===== src/verilog/code_defs_pkg.sv =====
`default_nettype none

package code_defs_pkg;

    // block type field, first byte of a control block
    typedef logic [7:0] block_type_t;

    localparam block_type_t BT_IDLE = 8'h1E;
    localparam block_type_t BT_O4   = 8'h2D;
    localparam block_type_t BT_S4   = 8'h33;
    localparam block_type_t BT_O0S4 = 8'h66;
    localparam block_type_t BT_O0O4 = 8'h55;
    localparam block_type_t BT_S0   = 8'h78;
    localparam block_type_t BT_O0   = 8'h4B;
    localparam block_type_t BT_T0   = 8'h87;
    localparam block_type_t BT_T1   = 8'h99;
    localparam block_type_t BT_T2   = 8'hAA;
    localparam block_type_t BT_T3   = 8'hB4;
    localparam block_type_t BT_T4   = 8'hCC;
    localparam block_type_t BT_T5   = 8'hD2;
    localparam block_type_t BT_T6   = 8'hE1;
    localparam block_type_t BT_T7   = 8'hFF;

    // sync headers
    localparam logic [1:0] SYNC_DATA = 2'b01;
    localparam logic [1:0] SYNC_CTRL = 2'b10;

    // 7-bit control codes inside control blocks
    typedef logic [6:0] cc_t;

    localparam cc_t CC_IDLE  = 7'h00;
    localparam cc_t CC_ERROR = 7'h1E;

    // xgmii characters
    typedef logic [7:0] rs_char_t;

    localparam rs_char_t RS_IDLE  = 8'h07;
    localparam rs_char_t RS_START = 8'hFB;
    localparam rs_char_t RS_TERM  = 8'hFD;
    localparam rs_char_t RS_SEQ   = 8'h9C;
    localparam rs_char_t RS_ERROR = 8'hFE;

    // only idle is a legal control code here, the rest decode as error
    function automatic rs_char_t control_to_rs_code(input cc_t code);
        rs_char_t rs;
        rs = (code == CC_IDLE) ? RS_IDLE : RS_ERROR;
        return rs;
    endfunction

    // O code 0 is a sequence ordered set
    function automatic rs_char_t cc_to_rs_ocode(input logic [3:0] ocode);
        rs_char_t rs;
        rs = (ocode == 4'h0) ? RS_SEQ : RS_ERROR;
        return rs;
    endfunction

endpackage

`default_nettype wire


===== src/verilog/pcs_types_pkg.sv =====
`default_nettype none

package pcs_types_pkg;

    // datapath widths
    typedef logic [63:0] blk_data_t;
    typedef logic [1:0]  sync_hdr_t;
    typedef logic [7:0]  xgmii_ctl_t;

    // one 66-bit block plus its strobe
    typedef struct packed {
        logic      valid;
        sync_hdr_t header;
        blk_data_t data;
    } rx_block_t;

    // one xgmii column pair, decoder output
    typedef struct packed {
        logic       valid;
        xgmii_ctl_t ctl;
        blk_data_t  data;
    } xgmii_word_t;

    // block lock thresholds, in valid headers
    localparam int LOCK_GOOD_COUNT  = 64;
    localparam int UNLOCK_BAD_COUNT = 16;
    localparam int UNLOCK_WINDOW    = 64;

    // valid blocks ignored after a slip request
    localparam int SLIP_WAIT_BLOCKS = 2;

endpackage

`default_nettype wire


===== src/verilog/decode_6466b.sv =====
`timescale 1ns/1ns
`default_nettype none

module decode_6466b (
    input  wire                        i_rxc,
    input  wire                        i_reset,
    input  wire                        i_block_lock,
    input  wire pcs_types_pkg::rx_block_t   i_block,
    output pcs_types_pkg::xgmii_word_t o_word
);

    import pcs_types_pkg::*;
    import code_defs_pkg::*;

    xgmii_word_t next_word;

    // lanes[7-i] set means lane i carries a 7-bit code at bit 8+7*i
    function automatic blk_data_t control_code_to_rs_lane(input blk_data_t idata,
                                                           input logic [7:0] lanes);
        blk_data_t odata;
        odata = {8{RS_ERROR}};
        for (int i = 0; i < 8; i++) begin
            if (lanes[7-i]) begin
                odata[8*i +: 8] = control_to_rs_code(idata[8 + 7*i +: 7]);
            end
        end
        return odata;
    endfunction

    function automatic xgmii_word_t decode_block(input blk_data_t idata,
                                                 input sync_hdr_t ihdr);
        xgmii_word_t w;
        w.valid = 1'b1;
        w.data  = {8{RS_ERROR}};
        w.ctl   = 8'hFF;
        if (ihdr == SYNC_DATA) begin
            w.data = idata;
            w.ctl  = 8'h00;
        end else if (ihdr == SYNC_CTRL) begin
            case (block_type_t'(idata[7:0]))
                BT_IDLE: begin
                    w.data = control_code_to_rs_lane(idata, 8'hFF);
                    w.ctl  = 8'hFF;
                end
                BT_O4: begin
                    w.data        = control_code_to_rs_lane(idata, 8'hF0);
                    w.data[63:40] = idata[63:40];
                    w.data[39:32] = cc_to_rs_ocode(idata[39:36]);
                    w.ctl         = 8'h1F;
                end
                BT_S4: begin
                    w.data        = control_code_to_rs_lane(idata, 8'hF0);
                    w.data[63:40] = idata[63:40];
                    w.data[39:32] = RS_START;
                    w.ctl         = 8'h1F;
                end
                BT_O0S4: begin
                    w.data[63:40] = idata[63:40];
                    w.data[39:32] = RS_START;
                    w.data[31:8]  = idata[31:8];
                    w.data[7:0]   = cc_to_rs_ocode(idata[35:32]);
                    w.ctl         = 8'h11;
                end
                BT_O0O4: begin
                    // O0 sits in bits 35:32, O4 in bits 39:36
                    w.data[63:40] = idata[63:40];
                    w.data[39:32] = cc_to_rs_ocode(idata[39:36]);
                    w.data[31:8]  = idata[31:8];
                    w.data[7:0]   = cc_to_rs_ocode(idata[35:32]);
                    w.ctl         = 8'h11;
                end
                BT_S0: begin
                    w.data[63:8] = idata[63:8];
                    w.data[7:0]  = RS_START;
                    w.ctl        = 8'h01;
                end
                BT_O0: begin
                    w.data       = control_code_to_rs_lane(idata, 8'h0F);
                    w.data[31:8] = idata[31:8];
                    w.data[7:0]  = cc_to_rs_ocode(idata[35:32]);
                    w.ctl        = 8'hF1;
                end
                BT_T0: begin
                    w.data      = control_code_to_rs_lane(idata, 8'h7F);
                    w.data[7:0] = RS_TERM;
                    w.ctl       = 8'hFF;
                end
                BT_T1: begin
                    w.data       = control_code_to_rs_lane(idata, 8'h3F);
                    w.data[7:0]  = idata[15:8];
                    w.data[15:8] = RS_TERM;
                    w.ctl        = 8'hFE;
                end
                BT_T2: begin
                    w.data        = control_code_to_rs_lane(idata, 8'h1F);
                    w.data[15:0]  = idata[23:8];
                    w.data[23:16] = RS_TERM;
                    w.ctl         = 8'hFC;
                end
                BT_T3: begin
                    w.data        = control_code_to_rs_lane(idata, 8'h0F);
                    w.data[23:0]  = idata[31:8];
                    w.data[31:24] = RS_TERM;
                    w.ctl         = 8'hF8;
                end
                BT_T4: begin
                    w.data        = control_code_to_rs_lane(idata, 8'h07);
                    w.data[31:0]  = idata[39:8];
                    w.data[39:32] = RS_TERM;
                    w.ctl         = 8'hF0;
                end
                BT_T5: begin
                    w.data        = control_code_to_rs_lane(idata, 8'h03);
                    w.data[39:0]  = idata[47:8];
                    w.data[47:40] = RS_TERM;
                    w.ctl         = 8'hE0;
                end
                BT_T6: begin
                    w.data        = control_code_to_rs_lane(idata, 8'h01);
                    w.data[47:0]  = idata[55:8];
                    w.data[55:48] = RS_TERM;
                    w.ctl         = 8'hC0;
                end
                BT_T7: begin
                    w.data[55:0]  = idata[63:8];
                    w.data[63:56] = RS_TERM;
                    w.ctl         = 8'h80;
                end
                default: begin
                    // unknown type, error column stays
                    w.ctl = 8'hFF;
                end
            endcase
        end
        return w;
    endfunction

    always_comb begin
        next_word = decode_block(i_block.data, i_block.header);
        // nothing is trusted before block lock
        if (!i_block_lock) begin
            next_word.data = {8{RS_ERROR}};
            next_word.ctl  = 8'hFF;
        end
        next_word.valid = i_block.valid;
    end

    always_ff @(posedge i_rxc) begin
        if (i_reset) begin
            o_word <= '0;
        end else if (i_block.valid) begin
            o_word <= next_word;
        end else begin
            o_word.valid <= 1'b0;
        end
    end

    a_data_ctl_zero: assert property (@(posedge i_rxc) disable iff (i_reset)
        (i_block.valid && i_block_lock && i_block.header == SYNC_DATA)
        |=> o_word.ctl == '0);

endmodule

`default_nettype wire


===== src/verilog/pcs_rx_top.sv =====
`timescale 1ns/1ns
`default_nettype none

module pcs_rx_top (
    input  wire                       i_rxc,
    input  wire                       i_reset,
    input  wire                       i_rx_valid,
    input  wire pcs_types_pkg::blk_data_t  i_rxd,
    input  wire pcs_types_pkg::sync_hdr_t  i_rx_header,
    output logic                      o_slip,
    output logic                      o_block_lock,
    output logic                      o_rx_valid,
    output pcs_types_pkg::blk_data_t  o_rxd,
    output pcs_types_pkg::xgmii_ctl_t o_rxctl
);

    import pcs_types_pkg::*;

    rx_block_t   raw_block;
    rx_block_t   descr_block;
    xgmii_word_t xgmii_word;
    logic        block_lock;

    assign raw_block.valid  = i_rx_valid;
    assign raw_block.header = i_rx_header;
    assign raw_block.data   = i_rxd;

    // lock works on the raw headers, alongside the descrambler
    rx_block_lock rx_block_lock_i (
        .i_rxc        (i_rxc),
        .i_reset      (i_reset),
        .i_block      (raw_block),
        .o_block_lock (block_lock),
        .o_slip       (o_slip)
    );

    rx_descrambler rx_descrambler_i (
        .i_rxc   (i_rxc),
        .i_reset (i_reset),
        .i_block (raw_block),
        .o_block (descr_block)
    );

    decode_6466b decode_6466b_i (
        .i_rxc        (i_rxc),
        .i_reset      (i_reset),
        .i_block_lock (block_lock),
        .i_block      (descr_block),
        .o_word       (xgmii_word)
    );

    assign o_block_lock = block_lock;
    assign o_rx_valid   = xgmii_word.valid;
    assign o_rxd        = xgmii_word.data;
    assign o_rxctl      = xgmii_word.ctl;

endmodule

`default_nettype wire


===== src/verilog/rx_block_lock.sv =====
`timescale 1ns/1ns
`default_nettype none

module rx_block_lock (
    input  wire                      i_rxc,
    input  wire                      i_reset,
    input  wire pcs_types_pkg::rx_block_t i_block,
    output logic                     o_block_lock,
    output logic                     o_slip
);

    import pcs_types_pkg::*;

    typedef enum logic [1:0] {
        LOCK_HUNT,
        LOCK_SLIP_WAIT,
        LOCK_LOCKED
    } lock_state_t;

    lock_state_t state;

    logic [$clog2(LOCK_GOOD_COUNT)-1:0]  good_cnt;
    logic [$clog2(UNLOCK_WINDOW)-1:0]    window_cnt;
    logic [$clog2(UNLOCK_BAD_COUNT)-1:0] bad_cnt;
    logic [$clog2(SLIP_WAIT_BLOCKS)-1:0] wait_cnt;
    logic                                hdr_good;

    // 01 and 10 are the only legal headers
    assign hdr_good = ^i_block.header;

    always_ff @(posedge i_rxc) begin
        if (i_reset) begin
            state        <= LOCK_HUNT;
            good_cnt     <= '0;
            window_cnt   <= '0;
            bad_cnt      <= '0;
            wait_cnt     <= '0;
            o_block_lock <= 1'b0;
            o_slip       <= 1'b0;
        end else begin
            o_slip <= 1'b0;
            if (i_block.valid) begin
                case (state)
                    LOCK_HUNT: begin
                        if (!hdr_good) begin
                            good_cnt <= '0;
                            wait_cnt <= '0;
                            o_slip   <= 1'b1;
                            state    <= LOCK_SLIP_WAIT;
                        end else if (int'(good_cnt) == LOCK_GOOD_COUNT - 1) begin
                            good_cnt     <= '0;
                            window_cnt   <= '0;
                            bad_cnt      <= '0;
                            o_block_lock <= 1'b1;
                            state        <= LOCK_LOCKED;
                        end else begin
                            good_cnt <= good_cnt + 1'b1;
                        end
                    end
                    LOCK_SLIP_WAIT: begin
                        // gearbox is shifting, headers here mean nothing
                        if (int'(wait_cnt) == SLIP_WAIT_BLOCKS - 1) begin
                            wait_cnt <= '0;
                            state    <= LOCK_HUNT;
                        end else begin
                            wait_cnt <= wait_cnt + 1'b1;
                        end
                    end
                    LOCK_LOCKED: begin
                        if (!hdr_good && int'(bad_cnt) == UNLOCK_BAD_COUNT - 1) begin
                            o_block_lock <= 1'b0;
                            good_cnt     <= '0;
                            state        <= LOCK_HUNT;
                        end else if (int'(window_cnt) == UNLOCK_WINDOW - 1) begin
                            // window closes, start a fresh bad count
                            window_cnt <= '0;
                            bad_cnt    <= '0;
                        end else begin
                            window_cnt <= window_cnt + 1'b1;
                            if (!hdr_good) begin
                                bad_cnt <= bad_cnt + 1'b1;
                            end
                        end
                    end
                    default: begin
                        state <= LOCK_HUNT;
                    end
                endcase
            end
        end
    end

    // slip only makes sense while hunting
    a_slip_unlocked: assert property (@(posedge i_rxc) disable iff (i_reset)
        $rose(o_slip) |-> !o_block_lock);

    a_slip_single: assert property (@(posedge i_rxc) disable iff (i_reset)
        o_slip |=> !o_slip);

endmodule

`default_nettype wire


===== src/verilog/rx_descrambler.sv =====
`timescale 1ns/1ns
`default_nettype none

module rx_descrambler (
    input  wire                      i_rxc,
    input  wire                      i_reset,
    input  wire pcs_types_pkg::rx_block_t i_block,
    output pcs_types_pkg::rx_block_t o_block
);

    import pcs_types_pkg::*;

    // last 58 scrambled bits, bit 57 is the newest
    logic [57:0]  scr_state;
    // scrambled history followed by the current block, 58 + 64 bits
    logic [121:0] hist;
    blk_data_t    descr_data;

    assign hist = {i_block.data, scr_state};

    // x^58 + x^39 + 1, bit 0 is the oldest bit on the line
    always_comb begin
        for (int i = 0; i < 64; i++) begin
            descr_data[i] = hist[i + 58] ^ hist[i + 19] ^ hist[i];
        end
    end

    always_ff @(posedge i_rxc) begin
        if (i_reset) begin
            scr_state     <= '0;
            o_block.valid <= 1'b0;
        end else begin
            o_block.valid <= i_block.valid;
            if (i_block.valid) begin
                scr_state <= i_block.data[63:6];
            end
        end
    end

    // payload stage, header passes untouched
    always_ff @(posedge i_rxc) begin
        if (i_block.valid) begin
            o_block.header <= i_block.header;
            o_block.data   <= descr_data;
        end
    end

    a_valid_delay: assert property (@(posedge i_rxc) disable iff (i_reset)
        !$past(i_reset) |-> o_block.valid == $past(i_block.valid));

endmodule

`default_nettype wire

===== config.mk =====
export PLATFORM = sky130hd
export DESIGN_NAME = pcs_rx_top
export DESIGN_NICKNAME = d
export VERILOG_FILES = /design/src/verilog/code_defs_pkg.sv /design/src/verilog/pcs_types_pkg.sv /design/src/verilog/decode_6466b.sv /design/src/verilog/pcs_rx_top.sv /design/src/verilog/rx_block_lock.sv /design/src/verilog/rx_descrambler.sv
export SDC_FILE = /design/constraint.sdc
export NUM_CORES = 1
export LEC_CHECK = 0
export ABC_AREA = 1
export BUFFER_PORTS_ARGS = -buffer_cell sky130_fd_sc_hd__clkbuf_2
export CAP_MARGIN = 20
export CORE_AREA = 2 2 134 162
export DETAILED_ROUTE_END_ITERATION = 8
export DIE_AREA = 0 0 136 164
export PLACE_DENSITY = 0.8
export SLEW_MARGIN = 20
export SYNTH_ARGS = -nofsm -noshare
export SYNTH_HDL_FRONTEND = slang
export SYNTH_SLANG_ARGS = --single-unit

===== constraint.sdc =====
create_clock -name i_rxc -period 2.65 [get_ports i_rxc]
set_input_delay 0.265 -clock i_rxc [delete_from_list [all_inputs] [get_ports i_rxc]]
set_output_delay 0.265 -clock i_rxc [all_outputs]
set_load 0.02 [all_outputs]

==> impl_metrics.yaml <==
critical_path:
  cp.arrival_ps: 2870
  startpoint_type: "flip-flop"
  path_class: "reg2reg"
  cp_num_buf_inv: 0
  reg2reg_depth: 8
  critPathMaxFanout: 6
  cp.required_ps: 3050
  slowest_stage: "a21oi_1"
  cp_top_family: "compound AO/OA/AOI/OAI gates"
  crit_chain: "nand2_1 -> nor2_1 -> nand2_1 -> o21ai_0 -> a21oi_1 -> nand3_1 -> o21ai_0 -> a21oi_1"
  crit_path_end_kind: "flip-flop"
  max_stage_delay_ps: 580
  cp_num_cells: 8
logic_synthesis:
  ys_top_cells_by_area: "dfxtp_1 25%, edfxtp_1 16%, nand2_1 12%, nor2_1 10%, xnor2_1 9.3%"
  ys_warn_count: 0
  ys_seq_area_share_pct: 41.7
  yosysMostFrequentCell: "nand2_1"
  ys.flop_type: "dfxtp_1"
  ys_ff_latch: 219
  ys_top_cells_by_count: "373 x nand2_1, 321 x nor2_1, 175 x o21ai_0"
  yosys.area.top_type_share_pct: 25.3
  synth_area_mm2: 0.0121
  yosysTopAreaCell: "dfxtp_1"
  avgSynthCellArea_um2: 7.13
  syn_inst: 1699
  async_flop_share_pct: 0
  synthDistinctLibCells: 40
  syn_nets: 1771
  synth_edf_count: 66
place:
  postPlaceCellArea_mm2: 0.0132
  place.port_buffers: 143
  place_inst: 2092
  dp_hpwl_um: 33400
  place_congestion: 1.03
clock_tree:
  cts_buffers: 23
  root_buffer: "clkbuf_16"
  cts_num_sinks: 219
  cts_tree: "built"
  clk_pin_slew_worst_paths_ps: 60
  clk_path_buf_depth: 3
  clk_latency_ps: 530
  htreeDepth: 1
drt:
  drt_iter0_markers: 1217
  wl_per_cell_um: 20.3
  wl_met1_um: 16400
  drtAntennaViolNets: 0
  drt-total-wl_um: 43600
  topRoutingLayerUsed: "met4"
  met3_length_um: 3340
  vias: 12500
  vias_per_cell: 5.80
  drc: 0
  firstDrtPassIters: 5
  route.met2.wl_um: 21200
global_routing:
  grt_pass1_vias: 11800
  grt_pass1_wl_um: 66100
  track_usage_pct: 39.2
  grt_overflow: 0
  antenna_found_initial: 0
  grt_max_degree: 126
floorplan:
  die_h_um: 164
  dieWidth_um: 136
  fp-row-count: 58
  ios: 144
  start_util_pct: 58.3
  core_area_mm2: 0.0208
  die-area_mm2: 0.0223
timing:
  setup-tns-final_ps: 0
  min_period_over_period_pct: 93.2
  slew_violations: 0
  max_slew.worst_pin.slew_ps: 692
  finalHoldViolCount: 1
  rsz0062_at_grt: "false"
  fin_crit_ps: 2470
  fmax_mhz: 405
  whs_ps: -0.877
  skew_ps: 25.3
  setup_viol: 0
  max_slew_margin_pct: 53.9
worst_hold_path:
  min_path_type: "in2reg"
  hold_path_depth: 3
cells_and_area:
  layout.nets: 1931
  stdcell_count: 2146
  fill_cells: 1779
  drive_gt1_share_pct: 14.9
  synthToLayoutAreaGrowth_pct: 16.4
  n_antenna_cell: 0
  design_area_mm2: 0.0141
power:
  ir_worst_vdd_mv: 0.685
  leakage_nw: 6.31
  p_per_area_mw_per_mm2: 633
run:
  maxCapViolations: 0
outcome:
  violations: "negative hold slack"
  status: "complete, but fails checks"
-- cells in the final DEF (no fill, tap or decap), types with 2 or more instances in the layout --
master,instances
clkinv_4,3
nand4_1,5
nor2_2,11
buf_4,43
edfxtp_1,66
clkinv_1,5
buf_12,3
clkbuf_16,23
dlygate4sd3_1,9
clkbuf_1,7
nand2_2,17
o21ai_0,175
nor2_1,320
o21bai_1,2
nor3_1,12
xor2_1,3
ha_1,3
clkbuf_2,142
a21oi_1,133
clkbuf_8,4
nand3_1,89
nand2_4,5
inv_1,94
xnor2_1,128
inv_2,11
nand2_1,373
nor2_4,5
a22oi_1,5
dfxtp_1,152
o21ai_1,7
or2_2,5
-- where the power goes --
group / switching [W] / internal (W)
registers: 0.000306 / 0.00378
clock network: 0.00135 / 0.00182
logic: 0.00110 / 0.000560
-- flip-flops by register name, indices dropped and copies added (netlist names) --
name / flops
rx_block_lock_i.good_cnt: 6
rx_block_lock_i.o_slip: 1
rx_descrambler_i.o_block: 67
rx_block_lock_i.o_block_lock: 1
rx_block_lock_i.state: 2
rx_block_lock_i.window_cnt: 6
rx_block_lock_i.bad_cnt: 4
rx_block_lock_i.wait_cnt: 1
rx_descrambler_i.scr_state: 58
decode_6466b_i.o_word: 73
-- logic make-up (layout without fill, tap and decap cells) --
kind of cell    after synthesis  after routing  synth area share [%]
buf+inv                     170            347                  5.66
fa+ha+maj                     3              3                 0.310
simple gates                850            850                  29.2
compound gates              326            326                  13.7
xor+xnor                    131            131                  9.48
flops                       219            219                  41.7
-- metrics by stage --
step / hold WS (ps) / utilization (%) / total power (W) / worst slack (ps)
floorplan: 364 / - / 0.00506 / 793
global placement: 435 / 63.8 / 0.00572 / 212
detailed placement: 449 / 63.8 / 0.00575 / 234
CTS: 0.784 / 67.8 / 0.00888 / 225
global route: 6.31 / 67.9 / 0.00922 / 1.70
finish: -0.877 / 67.9 / 0.00892 / 181
-- worst min-delay path, stage by stage --
cell,delay [ps]
clkbuf_2,100
nor2_1,50
nor2_1,80
-- area by class of cell --
class                           count  area [µm²]  share of cell area [%]
Clock buffer                       34         657                    4.66
Clock inverter                      8        77.6                   0.551
Inverter                          108         405                    2.88
Multi-Input combinational cell   1310        6380                    45.3
Sequential cell                   219        5050                    35.8
Tap cell                          270         338                    2.40
Timing Repair Buffer              197        1180                    8.40
-- worst paths after layout --
| check | startpoint | end | slack (ps) |
|---|---|---|---|
| worst max-delay path | rx_descrambler_i.o_block[3]$_DFFE_PP_ | decode_6466b_i.o_word[59]$_SDFFE_PP0P_ | 180 |
| worst min-delay path | i_rxd[60] | rx_descrambler_i.scr_state[54]$_SDFFE_PP0P_ | -0.9 |
| worst max register to register | rx_descrambler_i.o_block[3]$_DFFE_PP_ | decode_6466b_i.o_word[59]$_SDFFE_PP0P_ | 180 |
| worst min register to register | rx_block_lock_i.wait_cnt$_SDFFE_PP0P_ | rx_block_lock_i.wait_cnt$_SDFFE_PP0P_ | 460 |
-- repair_timing --
item	4_1_cts	5_1_grt
endpoints found under the setup margin	0	3
setup buffers	0	3
hold buffers	9	0
gates resized for setup	0	0
endpoints found under the hold margin	9	0
-- metal layers --
layer / global-route usage (%) / up-vias
met4: 21.1 / 0
met2: 66.5 / 588
li1: - / 5843
met1: 47.4 / 5864
met3: 6.42 / 160
met5: 0 / -
Note: power is estimated with default switching activity, not from simulation.
